File: src/logic/dcache_defines.svh
`ifndef DCACHE_DEFINES_SVH
`define DCACHE_DEFINES_SVH

// width of one data word on both buses
`define DC_DATA_WIDTH 32

// four ways
`define DC_WAY_BITS 2

// four sets
`define DC_INDEX_BITS 2

// four words per line, so a burst is always four beats long
`define DC_OFFSET_BITS 2

`endif

File: src/logic/dbus_pkg.sv
`default_nettype none

`include "dcache_defines.svh"

package dbus_pkg;

    // byte address from the processor, also used line-aligned on the memory bus
    typedef logic [31:0] addr_t;

    // one data word
    typedef logic [`DC_DATA_WIDTH - 1:0] word_t;

    // byte write mask, one bit per byte of a word
    typedef logic [`DC_DATA_WIDTH / 8 - 1:0] strobe_t;

endpackage

`default_nettype wire

File: src/logic/cache_pkg.sv
`default_nettype none

`include "dcache_defines.svh"

package cache_pkg;

    // address fields above the byte bits
    typedef logic [$bits(dbus_pkg::addr_t) - `DC_INDEX_BITS - `DC_OFFSET_BITS
                   - $clog2(`DC_DATA_WIDTH / 8) - 1:0] tag_t;
    typedef logic [`DC_INDEX_BITS - 1:0] index_t;
    typedef logic [`DC_OFFSET_BITS - 1:0] offset_t;

    typedef logic [`DC_WAY_BITS - 1:0] way_t;

    // data array address, way then set then word
    typedef logic [`DC_WAY_BITS + `DC_INDEX_BITS + `DC_OFFSET_BITS - 1:0] pos_t;

    // tree pseudo-LRU, one bit per inner node
    typedef logic [(1 << `DC_WAY_BITS) - 2:0] tree_t;

    // word-arrived flags of the line under refill
    typedef logic [(1 << `DC_OFFSET_BITS) - 1:0] ready_t;

    typedef enum logic [1:0] {
        st_idle,
        st_refill,
        st_writeback
    } miss_state_t;

endpackage

`default_nettype wire

File: src/logic/refill_if.sv
`default_nettype none

interface refill_if ();

    // miss request from the lookup side
    logic               start;
    cache_pkg::tag_t    line_tag;
    cache_pkg::index_t  line_index;
    cache_pkg::way_t    victim_way;
    cache_pkg::tag_t    victim_tag;
    logic               victim_dirty;

    // refill progress from the engine
    logic               avail;
    logic               busy;
    cache_pkg::tag_t    cur_tag;
    cache_pkg::index_t  cur_index;
    cache_pkg::ready_t  ready;

    modport lookup (
        output start, line_tag, line_index, victim_way, victim_tag, victim_dirty,
        input  avail, busy, cur_tag, cur_index, ready
    );

    modport engine (
        input  start, line_tag, line_index, victim_way, victim_tag, victim_dirty,
        output avail, busy, cur_tag, cur_index, ready
    );

endinterface

`default_nettype wire

File: src/logic/ram_port_if.sv
`default_nettype none

interface ram_port_if ();

    logic               en;
    dbus_pkg::strobe_t  strobe;
    cache_pkg::pos_t    pos;
    dbus_pkg::word_t    wdata;
    dbus_pkg::word_t    rdata;
    // en delayed by one cycle, marks rdata as fresh
    logic               rvalid;

    modport user (
        output en, strobe, pos, wdata,
        input  rdata, rvalid
    );

    modport ram (
        input  en, strobe, pos, wdata,
        output rdata, rvalid
    );

endinterface

`default_nettype wire

File: src/logic/miss_engine.sv
`default_nettype none

`include "dcache_defines.svh"

module miss_engine (
    input  wire                     clk,
    input  wire                     resetn,
    refill_if.engine                rf,
    ram_port_if.user                fill_port,
    output logic                    mem_valid,
    output logic                    mem_is_write,
    output dbus_pkg::addr_t         mem_addr,
    output dbus_pkg::word_t         mem_wdata,
    input  wire                     mem_okay,
    input  wire dbus_pkg::word_t    mem_rdata,
    input  wire                     mem_last
);
    localparam int words_per_line = 1 << `DC_OFFSET_BITS;
    localparam int low_bits       = `DC_OFFSET_BITS + $clog2(`DC_DATA_WIDTH / 8);

    cache_pkg::miss_state_t state;
    cache_pkg::tag_t        fill_tag;
    cache_pkg::index_t      fill_index;
    cache_pkg::way_t        fill_way;
    cache_pkg::tag_t        victim_tag;
    logic                   victim_dirty;
    cache_pkg::offset_t     offset;
    cache_pkg::ready_t      ready;

    // victim capture trails the fill write by one cycle
    logic                   cap_en;
    cache_pkg::offset_t     cap_offset;
    dbus_pkg::word_t        victim_buf [words_per_line];

    logic                   fill_write;
    logic                   burst_end;

    assign fill_write = state == cache_pkg::st_refill && mem_okay;
    assign burst_end  = mem_okay && mem_last;

    always_ff @(posedge clk) begin
        if (resetn) begin
            state  <= cache_pkg::st_idle;
            offset <= '0;
            ready  <= '0;
            cap_en <= 1'b0;
        end else begin
            cap_en <= 1'b0;
            case (state)
                cache_pkg::st_refill: begin
                    if (mem_okay) begin
                        ready[offset] <= 1'b1;
                        offset        <= cache_pkg::offset_t'(offset + 1'b1);
                        cap_en        <= 1'b1;
                        cap_offset    <= offset;
                        if (mem_last) begin
                            state <= victim_dirty ? cache_pkg::st_writeback
                                                  : cache_pkg::st_idle;
                        end
                    end
                end
                cache_pkg::st_writeback: begin
                    if (mem_okay) begin
                        offset <= cache_pkg::offset_t'(offset + 1'b1);
                    end
                    if (burst_end) begin
                        state <= cache_pkg::st_idle;
                    end
                end
                default: begin
                end
            endcase

            // incrementing burst always starts at word 0
            if (rf.start) begin
                state        <= cache_pkg::st_refill;
                fill_tag     <= rf.line_tag;
                fill_index   <= rf.line_index;
                fill_way     <= rf.victim_way;
                victim_tag   <= rf.victim_tag;
                victim_dirty <= rf.victim_dirty;
                offset       <= '0;
                ready        <= '0;
            end
        end
    end

    // rdata holds the word that the fill write just replaced
    always_ff @(posedge clk) begin
        if (cap_en) begin
            victim_buf[cap_offset] <= fill_port.rdata;
        end
    end

    assign fill_port.en     = 1'b1;
    assign fill_port.strobe = {$bits(dbus_pkg::strobe_t){fill_write}};
    assign fill_port.pos    = {fill_way, fill_index, offset};
    assign fill_port.wdata  = mem_rdata;

    assign rf.avail     = state == cache_pkg::st_idle
                          || (state == cache_pkg::st_writeback && burst_end);
    assign rf.busy      = state != cache_pkg::st_idle;
    assign rf.cur_tag   = fill_tag;
    assign rf.cur_index = fill_index;
    assign rf.ready     = ready;

    assign mem_valid    = state != cache_pkg::st_idle;
    assign mem_is_write = state == cache_pkg::st_writeback;
    assign mem_addr     = {mem_is_write ? victim_tag : fill_tag, fill_index, {low_bits{1'b0}}};
    assign mem_wdata    = victim_buf[offset];

    // burst request holds until its last beat
    assert property (@(posedge clk) disable iff (resetn)
        mem_valid && !burst_end |=> mem_valid && $stable(mem_addr) && $stable(mem_is_write));

endmodule

`default_nettype wire

File: src/flat_wrapper.sv
// flat-port wrapper written by rule: the top's interface ports become plain ports
module miss_engine_flat 
  (clk, resetn, mem_valid, mem_is_write, mem_addr, mem_wdata, mem_okay, mem_rdata, mem_last, rf_start, rf_line_tag, rf_line_index, rf_victim_way, rf_victim_tag, rf_victim_dirty, rf_avail, rf_busy, rf_cur_tag, rf_cur_index, rf_ready, fill_port_en, fill_port_strobe, fill_port_pos, fill_port_wdata, fill_port_rdata, fill_port_rvalid);
  refill_if rf_i ();
  ram_port_if fill_port_i ();
  input  wire clk;
  input  wire resetn;
  output logic mem_valid;
  output logic mem_is_write;
  output dbus_pkg::addr_t mem_addr;
  output dbus_pkg::word_t mem_wdata;
  input  wire mem_okay;
  input  wire dbus_pkg::word_t mem_rdata;
  input  wire mem_last;
  input wire logic [$bits(rf_i.start)-1:0] rf_start;
  input wire logic [$bits(rf_i.line_tag)-1:0] rf_line_tag;
  input wire logic [$bits(rf_i.line_index)-1:0] rf_line_index;
  input wire logic [$bits(rf_i.victim_way)-1:0] rf_victim_way;
  input wire logic [$bits(rf_i.victim_tag)-1:0] rf_victim_tag;
  input wire logic [$bits(rf_i.victim_dirty)-1:0] rf_victim_dirty;
  output wire logic [$bits(rf_i.avail)-1:0] rf_avail;
  output wire logic [$bits(rf_i.busy)-1:0] rf_busy;
  output wire logic [$bits(rf_i.cur_tag)-1:0] rf_cur_tag;
  output wire logic [$bits(rf_i.cur_index)-1:0] rf_cur_index;
  output wire logic [$bits(rf_i.ready)-1:0] rf_ready;
  output wire logic [$bits(fill_port_i.en)-1:0] fill_port_en;
  output wire logic [$bits(fill_port_i.strobe)-1:0] fill_port_strobe;
  output wire logic [$bits(fill_port_i.pos)-1:0] fill_port_pos;
  output wire logic [$bits(fill_port_i.wdata)-1:0] fill_port_wdata;
  input wire logic [$bits(fill_port_i.rdata)-1:0] fill_port_rdata;
  input wire logic [$bits(fill_port_i.rvalid)-1:0] fill_port_rvalid;
  assign rf_i.start = rf_start;
  assign rf_i.line_tag = rf_line_tag;
  assign rf_i.line_index = rf_line_index;
  assign rf_i.victim_way = rf_victim_way;
  assign rf_i.victim_tag = rf_victim_tag;
  assign rf_i.victim_dirty = rf_victim_dirty;
  assign rf_avail = rf_i.avail;
  assign rf_busy = rf_i.busy;
  assign rf_cur_tag = rf_i.cur_tag;
  assign rf_cur_index = rf_i.cur_index;
  assign rf_ready = rf_i.ready;
  assign fill_port_en = fill_port_i.en;
  assign fill_port_strobe = fill_port_i.strobe;
  assign fill_port_pos = fill_port_i.pos;
  assign fill_port_wdata = fill_port_i.wdata;
  assign fill_port_i.rdata = fill_port_rdata;
  assign fill_port_i.rvalid = fill_port_rvalid;
  miss_engine u_core (.clk(clk), .resetn(resetn), .rf(rf_i), .fill_port(fill_port_i), .mem_valid(mem_valid), .mem_is_write(mem_is_write), .mem_addr(mem_addr), .mem_wdata(mem_wdata), .mem_okay(mem_okay), .mem_rdata(mem_rdata), .mem_last(mem_last));
endmodule
File: config.mk
export PLATFORM = sky130hd
export DESIGN_NAME = miss_engine_flat
export DESIGN_NICKNAME = d
export VERILOG_FILES = /design/src/logic/dbus_pkg.sv /design/src/logic/cache_pkg.sv /design/src/logic/refill_if.sv /design/src/logic/ram_port_if.sv /design/src/logic/miss_engine.sv /design/src/flat_wrapper.sv
export VERILOG_INCLUDE_DIRS = /design/src /design/src/logic
export SDC_FILE = /design/constraint.sdc
export NUM_CORES = 1
export LEC_CHECK = 0
export ABC_AREA = 1
export BUFFER_PORTS_ARGS = -buffer_cell sky130_fd_sc_hd__buf_2
export CORE_ASPECT_RATIO = 1.5
export CORE_MARGIN = 4
export CORE_UTILIZATION = 50
export DETAILED_ROUTE_END_ITERATION = 10
export HOLD_SLACK_MARGIN = 0.08
export PLACE_DENSITY_LB_ADDON = 0.25
export SKIP_LAST_GASP = 1
export SLEW_MARGIN = 40
export SYNTH_ARGS = -nofsm -noshare
export SYNTH_HDL_FRONTEND = slang
export SYNTH_SLANG_ARGS = --single-unit
File: constraint.sdc
create_clock -name clk -period 4.6 [get_ports clk]
set_clock_uncertainty 0.2 [all_clocks]
set_input_delay 0.92 -clock clk [delete_from_list [all_inputs] [get_ports clk]]
set_output_delay 0.92 -clock clk [all_outputs]
set_load 0.005 [all_outputs]
==> out/qor.yml <==
floorplanning:
  boundaryPins: 270
  die-area_sq_um: 18320
  fp.dieW_um: 111.9
  die_h_um: 163.8
  core_sq_um: 15770
  start_util_pct: 51.32
  num_rows: 56
yosys:
  seq_area_frac_synth_pct: 72.13
  yosysWarnings: 0
  yosysTopAreaCellShare_pct: 69.41
  ys_ff_latch: 198
  synth.area.top_cells: "edfxtp_1 69%, nand2_1 7.1%, buf_4 4.6%"
  synth_cell_types: 20
  synthCells: 636
  syn-cell-area_sq_um: 8090
  synth.avg_cell_area_sq_um: 12.72
  yosys.area.top_type: "edfxtp_1"
placement:
  finalWeightedCongestion: 0.7998
  dp_slack_ns: 1.750
  place_inst: 977
  dp_hpwl_um: 10970
  io_buffers: 199
global_route:
  grt_pass1_vias: 5268
  grt_pass1_wl_um: 25360
  track_usage_pct: 17.58
  grt_max_degree: 80
  overflow: 0
  antenna_found_initial: 0
layout:
  multi_input_comb_area_sq_um: 1470
  syn_to_final_growth_pct: 17.49
  drive_above_1_share_pct: 33.00
  fillCellCount: 1254
  num_antenna_cells: 0
  seq_area_sq_um: 5843
  fin_nets: 928
  layout.cells.non_filler: 1009
clock_tree:
  root_buffer: "clkbuf_16"
  cts_sinks: 198
  cts.path.max_buffers: 2
  clk_pin_slew_ns: 0.07
  cts_buffers: 17
  clock_latency_ns: 0.41
  ctsResizeCount: 0
  cts_tree: "done"
  htreeDepth: 4
  cts_post_setup_buffers_inserted: 0
  cts_hold_buf: 0
power:
  p_int_mw: 2.827
  p_leak_nw: 3.887
  p_sw_mw: 0.8020
  swShare_pct: 22.10
  clock_power_share_pct: 37.3
  power_density_nw_per_um2: 381.8
  p_seq_share_pct: 56.5
  ir_worst_vdd_uv: 224.8
  combPwrFrac_pct: 6.2
sta:
  post-route-period-util_pct: 69.82
  maxSlewHeadroom_pct: 55.78
  layout_min_cycle_time_ns: 3.212
  tightest_slew_ns: 0.6598
  finalSetupViolCount: 0
  post-route-worst-setup-slack_ns: 1.388
  hold_violations: 0
  fmax_mhz: 311.4
  rsz0062_at_grt: "no"
  finalSetupTns_ns: 0
  slew_violations: 0
worst_setup_path:
  cp-end-kind: "output port"
  cp_slowest_cell: "inv_2"
  cpPeakStageDelay_ns: 0.42
  critPathLaunchType: "register"
  cpMostUsedCell: "nand2_1"
  crit_chain: "inv_1 -> ha_1 -> buf_4 -> inv_2 -> nand2_1 -> nand2_1 -> buf_2"
  arrival_ns: 2.09
  critPathLaunch: "u_core.state[0]"
  critical_path_required_ns: 3.48
  critical_path_class: "reg2out"
  r2r_start: "u_core.cap_offset[1]"
  cp_max_fo: 29
status:
  outcome: "complete, no violations"
routing:
  post_drt_wl_per_cell_um: 15.85
  wl_um: 15990
  vias: 5038
  drc_errors: 0
  first_pass_iters: 4
  drtIter0Drc: 208
  vias_per_cell: 4.993
  ant_nets: 0
run:
  maxCapViolCount: 0
hold_path:
  holdCritPathClass: "reg2reg"
  min_from: "u_core.rf.ready[0]"
## power groups by stage
stage | registers (mW) | clock network [mW] | logic, mW
3_3_place_gp | 2.09 | 0 | 0.214
4_1_cts | 2.06 | 1.39 | 0.222
2_1_floorplan | 2.08 | 0 | 0.132
3_5_place_dp | 2.10 | 0 | 0.221
6_report | 2.05 | 1.35 | 0.225
5_1_grt | 2.06 | 1.47 | 0.254
## stage by stage
step                      hold slack, ns  total power [mW]  util, %  cell area [sq um]
after floorplan                   0.2432             2.217        -               8102
after global placement            0.2330             2.309    56.71               8940
after detailed placement          0.2404             2.318    56.72               8942
after CTS                         0.2507             3.669    60.17               9485
after global routing              0.2725             3.781    60.29               9505
final                             0.2478             3.629    60.29               9505
## Yosys cell counts, drive strengths merged
cell type	number
a21oi	39
buf	70
clkbuf	3
conb	2
dfxtp	11
edfxtp	187
ha	7
inv	83
nand2	153
nand3	1
nor2	8
nor3	4
o211ai	32
o21ai	35
o22ai	1
## per-layer routing
layer	up-vias	part of all wire [%]	global-route usage (%)
met5	-	0	0
met4	0	1.8	5.866
met3	16	9.2	7.372
met2	216	52	31.09
met1	2385	37	19.01
li1	2421	-	-
## final timing paths
path,slack [ns],cells after the start,end
hold reg to reg,0.25,2,u_core.rf.ready[0]
setup reg to reg,2.48,3,u_core.victim_buf[3][20]
setup / recovery,1.39,7,mem_addr[28]
hold / removal,0.25,2,u_core.rf.ready[0]
## layout make-up
type,count,share of cell area [%]
clock buffer,17,4.475
timing repair buffer,209,11.40
clock inverter,14,1.237
sequential,198,61.47
inverter,83,3.278
multi-input combinational,285,15.47
tap,203,2.672
## logic make-up (layout without fill, tap and decap cells)
group                    after synthesis  in the layout  synth area share (%)
AO/OA/AOI/OAI                        107            107                 8.738
adder cells (fa/ha/maj)                7              7                 1.083
other                                  2              5               0.09283
buffers and inverters                156            323                 10.18
flip-flops                           198            198                 72.13
AND/OR/NAND/NOR                      166            166                 7.779
## sequential cells by signal (all words and copies together) (netlist names), named ones only
signal and cells:
u_core.victim_buf 128, u_core.cap_offset 2, u_core.victim_tag 26, u_core.offset 2, u_core.fill_way 2, u_core.rf.cur_index 2
u_core.state 2, u_core.victim_dirty 1, u_core.rf.ready 4, u_core.rf.cur_tag 26, u_core.cap_en 1
## critical path: cells and delay by family, from the launching register on
kind	cells	cell delay [ns]
adders and majority gates	1	0.19
buffers and inverters	4	0.86
and+or+nand+nor	2	0.24
DFF	1	0.35
## cell usage in the layout, fill, tap and decap left out
cell,n
a21oi_1,39
buf_12,1
buf_2,199
buf_4,9
clkbuf_16,17
clkinv_1,2
clkinv_4,4
clkinvlp_4,2
conb_1,5
dfxtp_1,9
dfxtp_4,2
edfxtp_1,187
ha_1,7
inv_1,80
inv_2,3
inv_6,3
inv_8,3
nand2_1,153
nand3_1,1
nor2_1,7
nor2_4,1
nor3_2,4
o211ai_1,14
o211ai_2,18
o21ai_0,18
o21ai_1,17
o22ai_1,1
Note: power is estimated with default switching activity, not from simulation.
