<file path="config.mk">
export PLATFORM = sky130hd
export DESIGN_NAME = tag_lookup_flat
export DESIGN_NICKNAME = d
export VERILOG_FILES = /design/src/logic/dbus_pkg.sv /design/src/logic/cache_pkg.sv /design/src/logic/refill_if.sv /design/src/logic/ram_port_if.sv /design/src/logic/tag_lookup.sv /design/src/flat_wrapper.sv
export VERILOG_INCLUDE_DIRS = /design/src /design/src/logic
export SDC_FILE = /design/constraint.sdc
export NUM_CORES = 1
export LEC_CHECK = 0
export ABC_AREA = 1
export ABC_CLOCK_PERIOD_IN_PS = 4400
export BUFFER_PORTS_ARGS = -buffer_cell sky130_fd_sc_hd__buf_2
export CAP_MARGIN = 20
export CORE_ASPECT_RATIO = 0.7
export CORE_MARGIN = 10
export CORE_UTILIZATION = 45
export DETAILED_ROUTE_END_ITERATION = 12
export GPL_TIMING_DRIVEN = 0
export PLACE_DENSITY_LB_ADDON = 0.05
export SETUP_SLACK_MARGIN = 0.02
export SYNTH_ARGS = -nofsm -noshare
export SYNTH_HDL_FRONTEND = slang
export SYNTH_SLANG_ARGS = --single-unit
</file>
<file path="constraint.sdc">
create_clock -name clk -period 4.4 [get_ports clk]
set_input_delay 0.44 -clock clk [delete_from_list [all_inputs] [get_ports clk]]
set_output_delay 0.44 -clock clk [all_outputs]
set_load 0.05 [all_outputs]
</file>
<file path="src/logic/dcache_defines.svh">
`ifndef DCACHE_DEFINES_SVH
`define DCACHE_DEFINES_SVH

// width of one data word on both buses
`define DC_DATA_WIDTH 32

// four ways
`define DC_WAY_BITS 2

// four sets
`define DC_INDEX_BITS 2

// four words per line, so a burst is always four beats long
`define DC_OFFSET_BITS 2

`endif

</file>
<file path="src/logic/dbus_pkg.sv">
`default_nettype none

`include "dcache_defines.svh"

package dbus_pkg;

    // byte address from the processor, also used line-aligned on the memory bus
    typedef logic [31:0] addr_t;

    // one data word
    typedef logic [`DC_DATA_WIDTH - 1:0] word_t;

    // byte write mask, one bit per byte of a word
    typedef logic [`DC_DATA_WIDTH / 8 - 1:0] strobe_t;

endpackage

`default_nettype wire

</file>
<file path="src/logic/cache_pkg.sv">
`default_nettype none

`include "dcache_defines.svh"

package cache_pkg;

    // address fields above the byte bits
    typedef logic [$bits(dbus_pkg::addr_t) - `DC_INDEX_BITS - `DC_OFFSET_BITS
                   - $clog2(`DC_DATA_WIDTH / 8) - 1:0] tag_t;
    typedef logic [`DC_INDEX_BITS - 1:0] index_t;
    typedef logic [`DC_OFFSET_BITS - 1:0] offset_t;

    typedef logic [`DC_WAY_BITS - 1:0] way_t;

    // data array address, way then set then word
    typedef logic [`DC_WAY_BITS + `DC_INDEX_BITS + `DC_OFFSET_BITS - 1:0] pos_t;

    // tree pseudo-LRU, one bit per inner node
    typedef logic [(1 << `DC_WAY_BITS) - 2:0] tree_t;

    // word-arrived flags of the line under refill
    typedef logic [(1 << `DC_OFFSET_BITS) - 1:0] ready_t;

    typedef enum logic [1:0] {
        st_idle,
        st_refill,
        st_writeback
    } miss_state_t;

endpackage

`default_nettype wire

</file>
<file path="src/logic/refill_if.sv">
`default_nettype none

interface refill_if ();

    // miss request from the lookup side
    logic               start;
    cache_pkg::tag_t    line_tag;
    cache_pkg::index_t  line_index;
    cache_pkg::way_t    victim_way;
    cache_pkg::tag_t    victim_tag;
    logic               victim_dirty;

    // refill progress from the engine
    logic               avail;
    logic               busy;
    cache_pkg::tag_t    cur_tag;
    cache_pkg::index_t  cur_index;
    cache_pkg::ready_t  ready;

    modport lookup (
        output start, line_tag, line_index, victim_way, victim_tag, victim_dirty,
        input  avail, busy, cur_tag, cur_index, ready
    );

    modport engine (
        input  start, line_tag, line_index, victim_way, victim_tag, victim_dirty,
        output avail, busy, cur_tag, cur_index, ready
    );

endinterface

`default_nettype wire

</file>
<file path="src/logic/ram_port_if.sv">
`default_nettype none

interface ram_port_if ();

    logic               en;
    dbus_pkg::strobe_t  strobe;
    cache_pkg::pos_t    pos;
    dbus_pkg::word_t    wdata;
    dbus_pkg::word_t    rdata;
    // en delayed by one cycle, marks rdata as fresh
    logic               rvalid;

    modport user (
        output en, strobe, pos, wdata,
        input  rdata, rvalid
    );

    modport ram (
        input  en, strobe, pos, wdata,
        output rdata, rvalid
    );

endinterface

`default_nettype wire

</file>
<file path="src/logic/tag_lookup.sv">
`default_nettype none

`include "dcache_defines.svh"

module tag_lookup (
    input  wire                     clk,
    input  wire                     resetn,
    input  wire                     req,
    input  wire                     is_write,
    input  wire dbus_pkg::addr_t    addr,
    input  wire dbus_pkg::strobe_t  strobe,
    input  wire dbus_pkg::word_t    wdata,
    output logic                    addr_ok,
    refill_if.lookup                rf,
    ram_port_if.user                hit_port
);
    localparam int num_ways  = 1 << `DC_WAY_BITS;
    localparam int num_sets  = 1 << `DC_INDEX_BITS;
    localparam int byte_bits = $clog2(`DC_DATA_WIDTH / 8);

    cache_pkg::tag_t    req_tag;
    cache_pkg::index_t  req_index;
    cache_pkg::offset_t req_offset;

    // per-set storage
    cache_pkg::tag_t                        tag_ram [num_sets][num_ways];
    logic [num_sets - 1:0][num_ways - 1:0]  valid_bits;
    logic [num_sets - 1:0][num_ways - 1:0]  dirty_bits;
    cache_pkg::tree_t [num_sets - 1:0]      tree_bits;

    logic [num_ways - 1:0]  hit_vec;
    logic                   hit;
    cache_pkg::way_t        hit_way;
    cache_pkg::way_t        victim_way;
    cache_pkg::tree_t       cur_tree;
    cache_pkg::tree_t       next_tree;
    logic                   in_refill;
    logic                   word_ready;
    logic                   to_hit;
    logic                   to_miss;

    assign {req_tag, req_index, req_offset} = addr[$bits(addr) - 1:byte_bits];

    always_comb begin
        for (int w = 0; w < num_ways; w++) begin
            hit_vec[w] = valid_bits[req_index][w] && tag_ram[req_index][w] == req_tag;
        end
    end

    assign hit = |hit_vec;

    always_comb begin
        hit_way = '0;
        for (int w = 0; w < num_ways; w++) begin
            if (hit_vec[w]) begin
                hit_way = cache_pkg::way_t'(w);
            end
        end
    end

    // a set node bit points to the half holding the victim
    assign cur_tree   = tree_bits[req_index];
    assign victim_way = cur_tree[0] ? {1'b1, cur_tree[2]} : {1'b0, cur_tree[1]};

    // point both nodes on the path away from the used way
    always_comb begin
        next_tree    = cur_tree;
        next_tree[0] = ~hit_way[1];
        if (hit_way[1]) begin
            next_tree[2] = ~hit_way[0];
        end else begin
            next_tree[1] = ~hit_way[0];
        end
    end

    // the new tag is already installed, so the word itself must have arrived
    assign in_refill  = rf.busy && rf.cur_tag == req_tag && rf.cur_index == req_index;
    assign word_ready = !in_refill || rf.ready[req_offset];

    assign to_hit  = req && hit && word_ready;
    assign to_miss = req && !hit && rf.avail;
    assign addr_ok = to_hit;

    assign hit_port.en     = to_hit;
    assign hit_port.strobe = is_write ? strobe : '0;
    assign hit_port.pos    = {hit_way, req_index, req_offset};
    assign hit_port.wdata  = wdata;

    assign rf.start        = to_miss;
    assign rf.line_tag     = req_tag;
    assign rf.line_index   = req_index;
    assign rf.victim_way   = victim_way;
    assign rf.victim_tag   = tag_ram[req_index][victim_way];
    assign rf.victim_dirty = valid_bits[req_index][victim_way]
                             && dirty_bits[req_index][victim_way];

    always_ff @(posedge clk) begin
        if (resetn) begin
            valid_bits <= '0;
            dirty_bits <= '0;
            tree_bits  <= '0;
        end else if (to_hit) begin
            tree_bits[req_index] <= next_tree;
            if (is_write) begin
                dirty_bits[req_index][hit_way] <= 1'b1;
            end
        end else if (to_miss) begin
            // new line starts clean, refill brings the memory copy
            valid_bits[req_index][victim_way] <= 1'b1;
            dirty_bits[req_index][victim_way] <= 1'b0;
        end
    end

    always_ff @(posedge clk) begin
        if (to_miss) begin
            tag_ram[req_index][victim_way] <= req_tag;
        end
    end

    // a line is never present in two ways of a set
    assert property (@(posedge clk) disable iff (resetn) req |-> $onehot0(hit_vec));

    // the engine takes up a started miss on the next edge
    assert property (@(posedge clk) disable iff (resetn)
        rf.start |=> rf.busy && rf.cur_tag == $past(rf.line_tag));

endmodule

`default_nettype wire

</file>
<file path="src/flat_wrapper.sv">
// flat-port wrapper written by rule: the top's interface ports become plain ports
module tag_lookup_flat 
  (clk, resetn, req, is_write, addr, strobe, wdata, addr_ok, rf_start, rf_line_tag, rf_line_index, rf_victim_way, rf_victim_tag, rf_victim_dirty, rf_avail, rf_busy, rf_cur_tag, rf_cur_index, rf_ready, hit_port_en, hit_port_strobe, hit_port_pos, hit_port_wdata, hit_port_rdata, hit_port_rvalid);
  refill_if rf_i ();
  ram_port_if hit_port_i ();
  input  wire clk;
  input  wire resetn;
  input  wire req;
  input  wire is_write;
  input  wire dbus_pkg::addr_t addr;
  input  wire dbus_pkg::strobe_t strobe;
  input  wire dbus_pkg::word_t wdata;
  output logic addr_ok;
  output wire logic [$bits(rf_i.start)-1:0] rf_start;
  output wire logic [$bits(rf_i.line_tag)-1:0] rf_line_tag;
  output wire logic [$bits(rf_i.line_index)-1:0] rf_line_index;
  output wire logic [$bits(rf_i.victim_way)-1:0] rf_victim_way;
  output wire logic [$bits(rf_i.victim_tag)-1:0] rf_victim_tag;
  output wire logic [$bits(rf_i.victim_dirty)-1:0] rf_victim_dirty;
  input wire logic [$bits(rf_i.avail)-1:0] rf_avail;
  input wire logic [$bits(rf_i.busy)-1:0] rf_busy;
  input wire logic [$bits(rf_i.cur_tag)-1:0] rf_cur_tag;
  input wire logic [$bits(rf_i.cur_index)-1:0] rf_cur_index;
  input wire logic [$bits(rf_i.ready)-1:0] rf_ready;
  output wire logic [$bits(hit_port_i.en)-1:0] hit_port_en;
  output wire logic [$bits(hit_port_i.strobe)-1:0] hit_port_strobe;
  output wire logic [$bits(hit_port_i.pos)-1:0] hit_port_pos;
  output wire logic [$bits(hit_port_i.wdata)-1:0] hit_port_wdata;
  input wire logic [$bits(hit_port_i.rdata)-1:0] hit_port_rdata;
  input wire logic [$bits(hit_port_i.rvalid)-1:0] hit_port_rvalid;
  assign rf_start = rf_i.start;
  assign rf_line_tag = rf_i.line_tag;
  assign rf_line_index = rf_i.line_index;
  assign rf_victim_way = rf_i.victim_way;
  assign rf_victim_tag = rf_i.victim_tag;
  assign rf_victim_dirty = rf_i.victim_dirty;
  assign rf_i.avail = rf_avail;
  assign rf_i.busy = rf_busy;
  assign rf_i.cur_tag = rf_cur_tag;
  assign rf_i.cur_index = rf_cur_index;
  assign rf_i.ready = rf_ready;
  assign hit_port_en = hit_port_i.en;
  assign hit_port_strobe = hit_port_i.strobe;
  assign hit_port_pos = hit_port_i.pos;
  assign hit_port_wdata = hit_port_i.wdata;
  assign hit_port_i.rdata = hit_port_rdata;
  assign hit_port_i.rvalid = hit_port_rvalid;
  tag_lookup u_core (.clk(clk), .resetn(resetn), .req(req), .is_write(is_write), .addr(addr), .strobe(strobe), .wdata(wdata), .addr_ok(addr_ok), .rf(rf_i), .hit_port(hit_port_i));
endmodule
</file>
==> results.md <==
Synthesis:
- Synthesis produced 2,585 cells.
- The post-synth net total is about 2,700.
- The cell area that synthesis handed to floorplanning was 22,530 µm².
- The number of synthesized flops with an enable pin is roughly 420.
- The netlist uses 44 different library cells.
- A synthesized cell averages ~8.7 µm².
- The commonest register cell after synthesis is edfxtp_1.
- Yosys attributes the largest share of cell area to edfxtp_1 (55%), nand2_1 (22%), dfxtp_1 (3.9%).
- The proportion of register bits with asynchronous set or reset after synthesis is 0%.
- edfxtp_1 takes more of the synthesized area than any other cell.
- The Yosys step of the flow raised 0 warnings.
- The proportion of synthesized chip area in sequential cells is approximately three fifths.
- After synthesis the netlist holds a flip-flop and latch count of 460.
- The area share of the largest cell type after synthesis is about 55%.

Placement:
- The HPWL reported at the end of detailed placement is just under 70,000 µm.
- The cell total after placement is ~3,400.
- Once placement finished, the instance area stood at between 20,000 and 25,000 µm².
- The weighted congestion at the end of routability-driven global placement is 1.070.
- In this run the tool buffered the top-level ports with 171 buffer cells.

Min path:
- The count of cells along the worst hold path is 2.
- In this run the most critical hold path is launched from resetn.
- The tightest min-delay check is of the in2reg type.
- The endpoint with the worst hold slack is u_core.valid_bits[7].

Timing:
- For the pin with the worst max-slew slack, the measured transition is just under 1 ns.
- Measured against its own limit, the worst slew margin works out to between 30 and 40%.
- The tightest hold margin is approximately 0.25 ns.
- The hold violation total from the final report is 0.
- Setup violations remaining at the end of the flow were counted as 0.
- The maximum achievable frequency is 0.2293 GHz.
- The period utilization is about 99%.
- The total count of max-transition violations in the final report was 0.
- Between clock sinks in the finished design, the worst skew comes to between 0.03 and 0.04 ns.
- Setup repair after global routing left no endpoint under its margin.
- The final period demand of the worst path is 4.362 ns.

Power and ir drop:
- For this design the static power due to leakage is about 11 nW.
- VDD sags by at most between 300 and 400 µV.
- The power density over the cells is just under 400 nW/µm².
- Total power for the finished layout comes to about 10 mW.

Critical path:
- The endpoint identified for the worst register-to-register timing path is u_core.tag_ram[0][90].
- The path depth of the worst reg2reg path is 13.
- The endpoint required time on the critical path is between 3 and 4 ns.
- The arrival time reported for the critical path endpoint is around 3.9 ns.
- In this run the register-to-register setup slack is around 0.63 ns.
- In this run the worst setup path begins at addr[4].
- Along the worst path, the maximum fanout reaches 10.
- The launching point of the worst reg2reg path is u_core.tag_ram[1][13].
- The endpoint kind of the worst setup timing path is an output port.
- STA classifies the critical path startpoint as a primary input.
- The critical path in this run is classified as in2out.

Cells and area:
- The post-synthesis to final-layout area growth is 14.48%.
- The finished layout holds ~3,500 standard cells, fillers aside.
- At the end of the flow the core is filled with cells to a little over half.
- Of the cells placed in the final design, the portion with a size suffix greater than 1 is between 10% and 20%.
- The number of inserted diodes is 0.
- At the end of the flow, the number of nets in the layout was 2,944.
- The finished cells cover between 20,000 and 30,000 µm².

Clocking:
- TritonCTS created 45 clock buffers.
- The clock transition at the register clock pins on the worst setup and hold paths after CTS is around 0.060 ns.
- The longest clock path from root to sink contains 3 buffers.
- The clock tree root driver cell is clkbuf_16.
- The clock drives 460 sinks.
- The number of hold buffers added after CTS was 0.
- TritonCTS built the clock tree.
- The H-tree generated during clock tree synthesis spans 2 levels.
- The clock latency of the later-clocked register in the worst-skew pair is about 0.6 ns.

Routing:
- The number of optimization iterations in the first detailed-route pass is 7.
- The number of remaining DRC errors is 0.
- The DRC marker count from the first detailed-route iteration is around 2,700.
- In the final routed layout, each cell accounts on average for 27.15 µm.
- Summing over every cut layer, the via total after detailed routing is slightly below 20,000.
- The via density per instance is about 5.6.
- The remaining number of nets flagged by the antenna check after routing is 0.
- The overall routed net length is roughly 95,000 µm.

Die:
- The effective utilization at floorplan is around 46%.
- The number of primary I/O pins is about 240.
- The chip width is 287.4 µm.
- The region available for standard cell placement spans 49,430 µm².
- The floorplan die height is ~210 µm.
- The floorplan die area is 59,560 µm².
- The standard-cell row count is 68.

Run status:
- The flow ran to the end, and the final reports show no timing, DRC or antenna violations.

GRT:
- The most utilized layer in the global route result is met1.
- The maximum number of pins on one net before global-route repair is 28.
- The met3 capacity usage during global routing is ~8.7%.
- The first global-routing pass estimated about 130,000 µm of wire.
- For met2 alone, demand over resource in global routing was 44.69%.
- The overall fraction of global-route tracks in use is about 31%.
- The number of global-route vias before repair is 18,220.
- The met1 track demand over resource in global routing is 45.28%.
- The number of antenna violations at the first check in global routing is 2.
- For this run the aggregate overflow at the end of global routing stands at 0.

Job:
- The tool flagged a number of max-cap violations equal to 0.
==> worst max-delay path by stage <==
stage	end	slack [ns]	cells past startpoint
final	rf_victim_tag[8]	0.04	13
after global routing	rf_start	0.02	18
after CTS	rf_victim_tag[5]	0.004	11
after detailed placement	u_core.tag_ram[1][35]	-0.39	18
after global placement	u_core.tag_ram[0][102]	-0.86	18
after floorplan	rf_victim_tag[25]	1.30	11
==> worst max-delay path, stage by stage <==
cell and delay (ns):
buf_4 0.25, inv_4 0.13, buf_6 0.21, buf_6 0.17, nand2_2 0.17, o22ai_1 0.11
a221oi_2 0.43, inv_2 0.14, nor2_2 0.38, clkbuf_1 0.68, nand2_1 0.21, nand4_1 0.24
buf_2 0.31
==> registers in the layout, summed over array words and instances (netlist names) <==
| signal | count |
|---|---|
| u_core.tag_ram | 416 |
| u_core.dirty_bits | 16 |
| u_core.valid_bits | 16 |
| u_core.tree_bits | 12 |
==> synthesized netlist by cell type, types with 2 or more instances <==
master,number
nand3_1,159
nor2_2,10
nor4_1,5
buf_1,11
or2_2,3
xnor2_1,6
inv_1,114
nand3b_1,2
edfxtp_1,416
o2111ai_1,4
buf_6,7
and3_1,3
a221oi_1,5
nor2_1,155
buf_4,82
inv_2,4
xor2_1,8
o21ai_0,46
clkinv_1,4
o221ai_1,2
nand4_1,29
nor3_1,5
nand2_2,3
nand2_1,1307
buf_2,37
a22oi_1,22
clkbuf_1,17
o21ai_1,5
a21oi_1,50
dfxtp_1,44
o22ai_1,7
==> metal layers <==
layer,up-vias,routed length (µm)
met5,-,12
met2,1137,40330
met1,9493,41070
li1,8868,-
met4,2,2482
met3,147,11320
==> report_power, final <==
group	switching [mW]	internal, mW	total, mW
sequential	0.00499	4.78	4.79
combinational	1.03	0.301	1.33
clock	1.71	2.32	4.03
total	2.74	7.40	10.1
==> cell type report <==
| class | count | area [µm²] |
|---|---|---|
| Inverter | 123 | 467.9 |
| Fill cell | 4638 | 23640 |
| Clock buffer | 59 | 1266 |
| Multi-Input combinational cell | 1848 | 7734 |
| Buffer | 154 | 999.7 |
| Timing Repair Buffer | 173 | 870.8 |
| Clock inverter | 25 | 247.7 |
| Sequential cell | 460 | 13370 |
| Tap cell | 665 | 832.0 |
==> per-stage QoR <==
stage / worst slack [ns] / TNS, ns
after global routing: 0.02347 / 0
after floorplan: 1.297 / 0
after detailed placement: -0.3944 / -145.82
after global placement: -0.8620 / -345.00
after CTS: 0.004125 / 0
final: 0.03849 / 0
==> timing repair <==
action                                  in CTS  in global routing
gates resized for setup                      3                 22
endpoints found under the setup margin       5                 22
buffers inserted                             0                  2
pin swaps                                    0                  1
cloned                                       0                  0
==> placed cells by master (no fill, tap or decap), types with 3 or more instances in the layout <==
cell type / count
a21oi_1: 50
a221oi_1: 5
a22oi_1: 22
and3_1: 3
buf_1: 8
buf_2: 208
buf_4: 85
buf_6: 7
bufinv_16: 5
clkbuf_1: 18
clkbuf_16: 48
clkbuf_2: 9
clkinv_1: 14
clkinv_2: 7
dfxtp_1: 44
edfxtp_1: 416
inv_1: 97
inv_2: 20
nand2_1: 1306
nand2_2: 4
nand3_1: 159
nand4_1: 29
nor2_1: 153
nor2_2: 12
nor3_1: 5
nor4_1: 4
o2111ai_1: 4
o21ai_0: 46
o21ai_1: 5
o22ai_1: 7
or2_2: 3
xnor2_1: 6
xor2_1: 8
==> logic make-up (layout without fill, tap and decap cells) <==
group                     Yosys count  after routing  synth area share (%)
xor gates and xnor gates           14             14                0.5443
AOI/OAI and AO/OA                 145            145                 3.765
and+or+nand+nor                  1688           1688                 29.86
muxes                               1              1               0.04443
DFF                               460            460                 59.36
buffers and inverters             277            534                 6.431
Power figures use the tool's default switching activity.
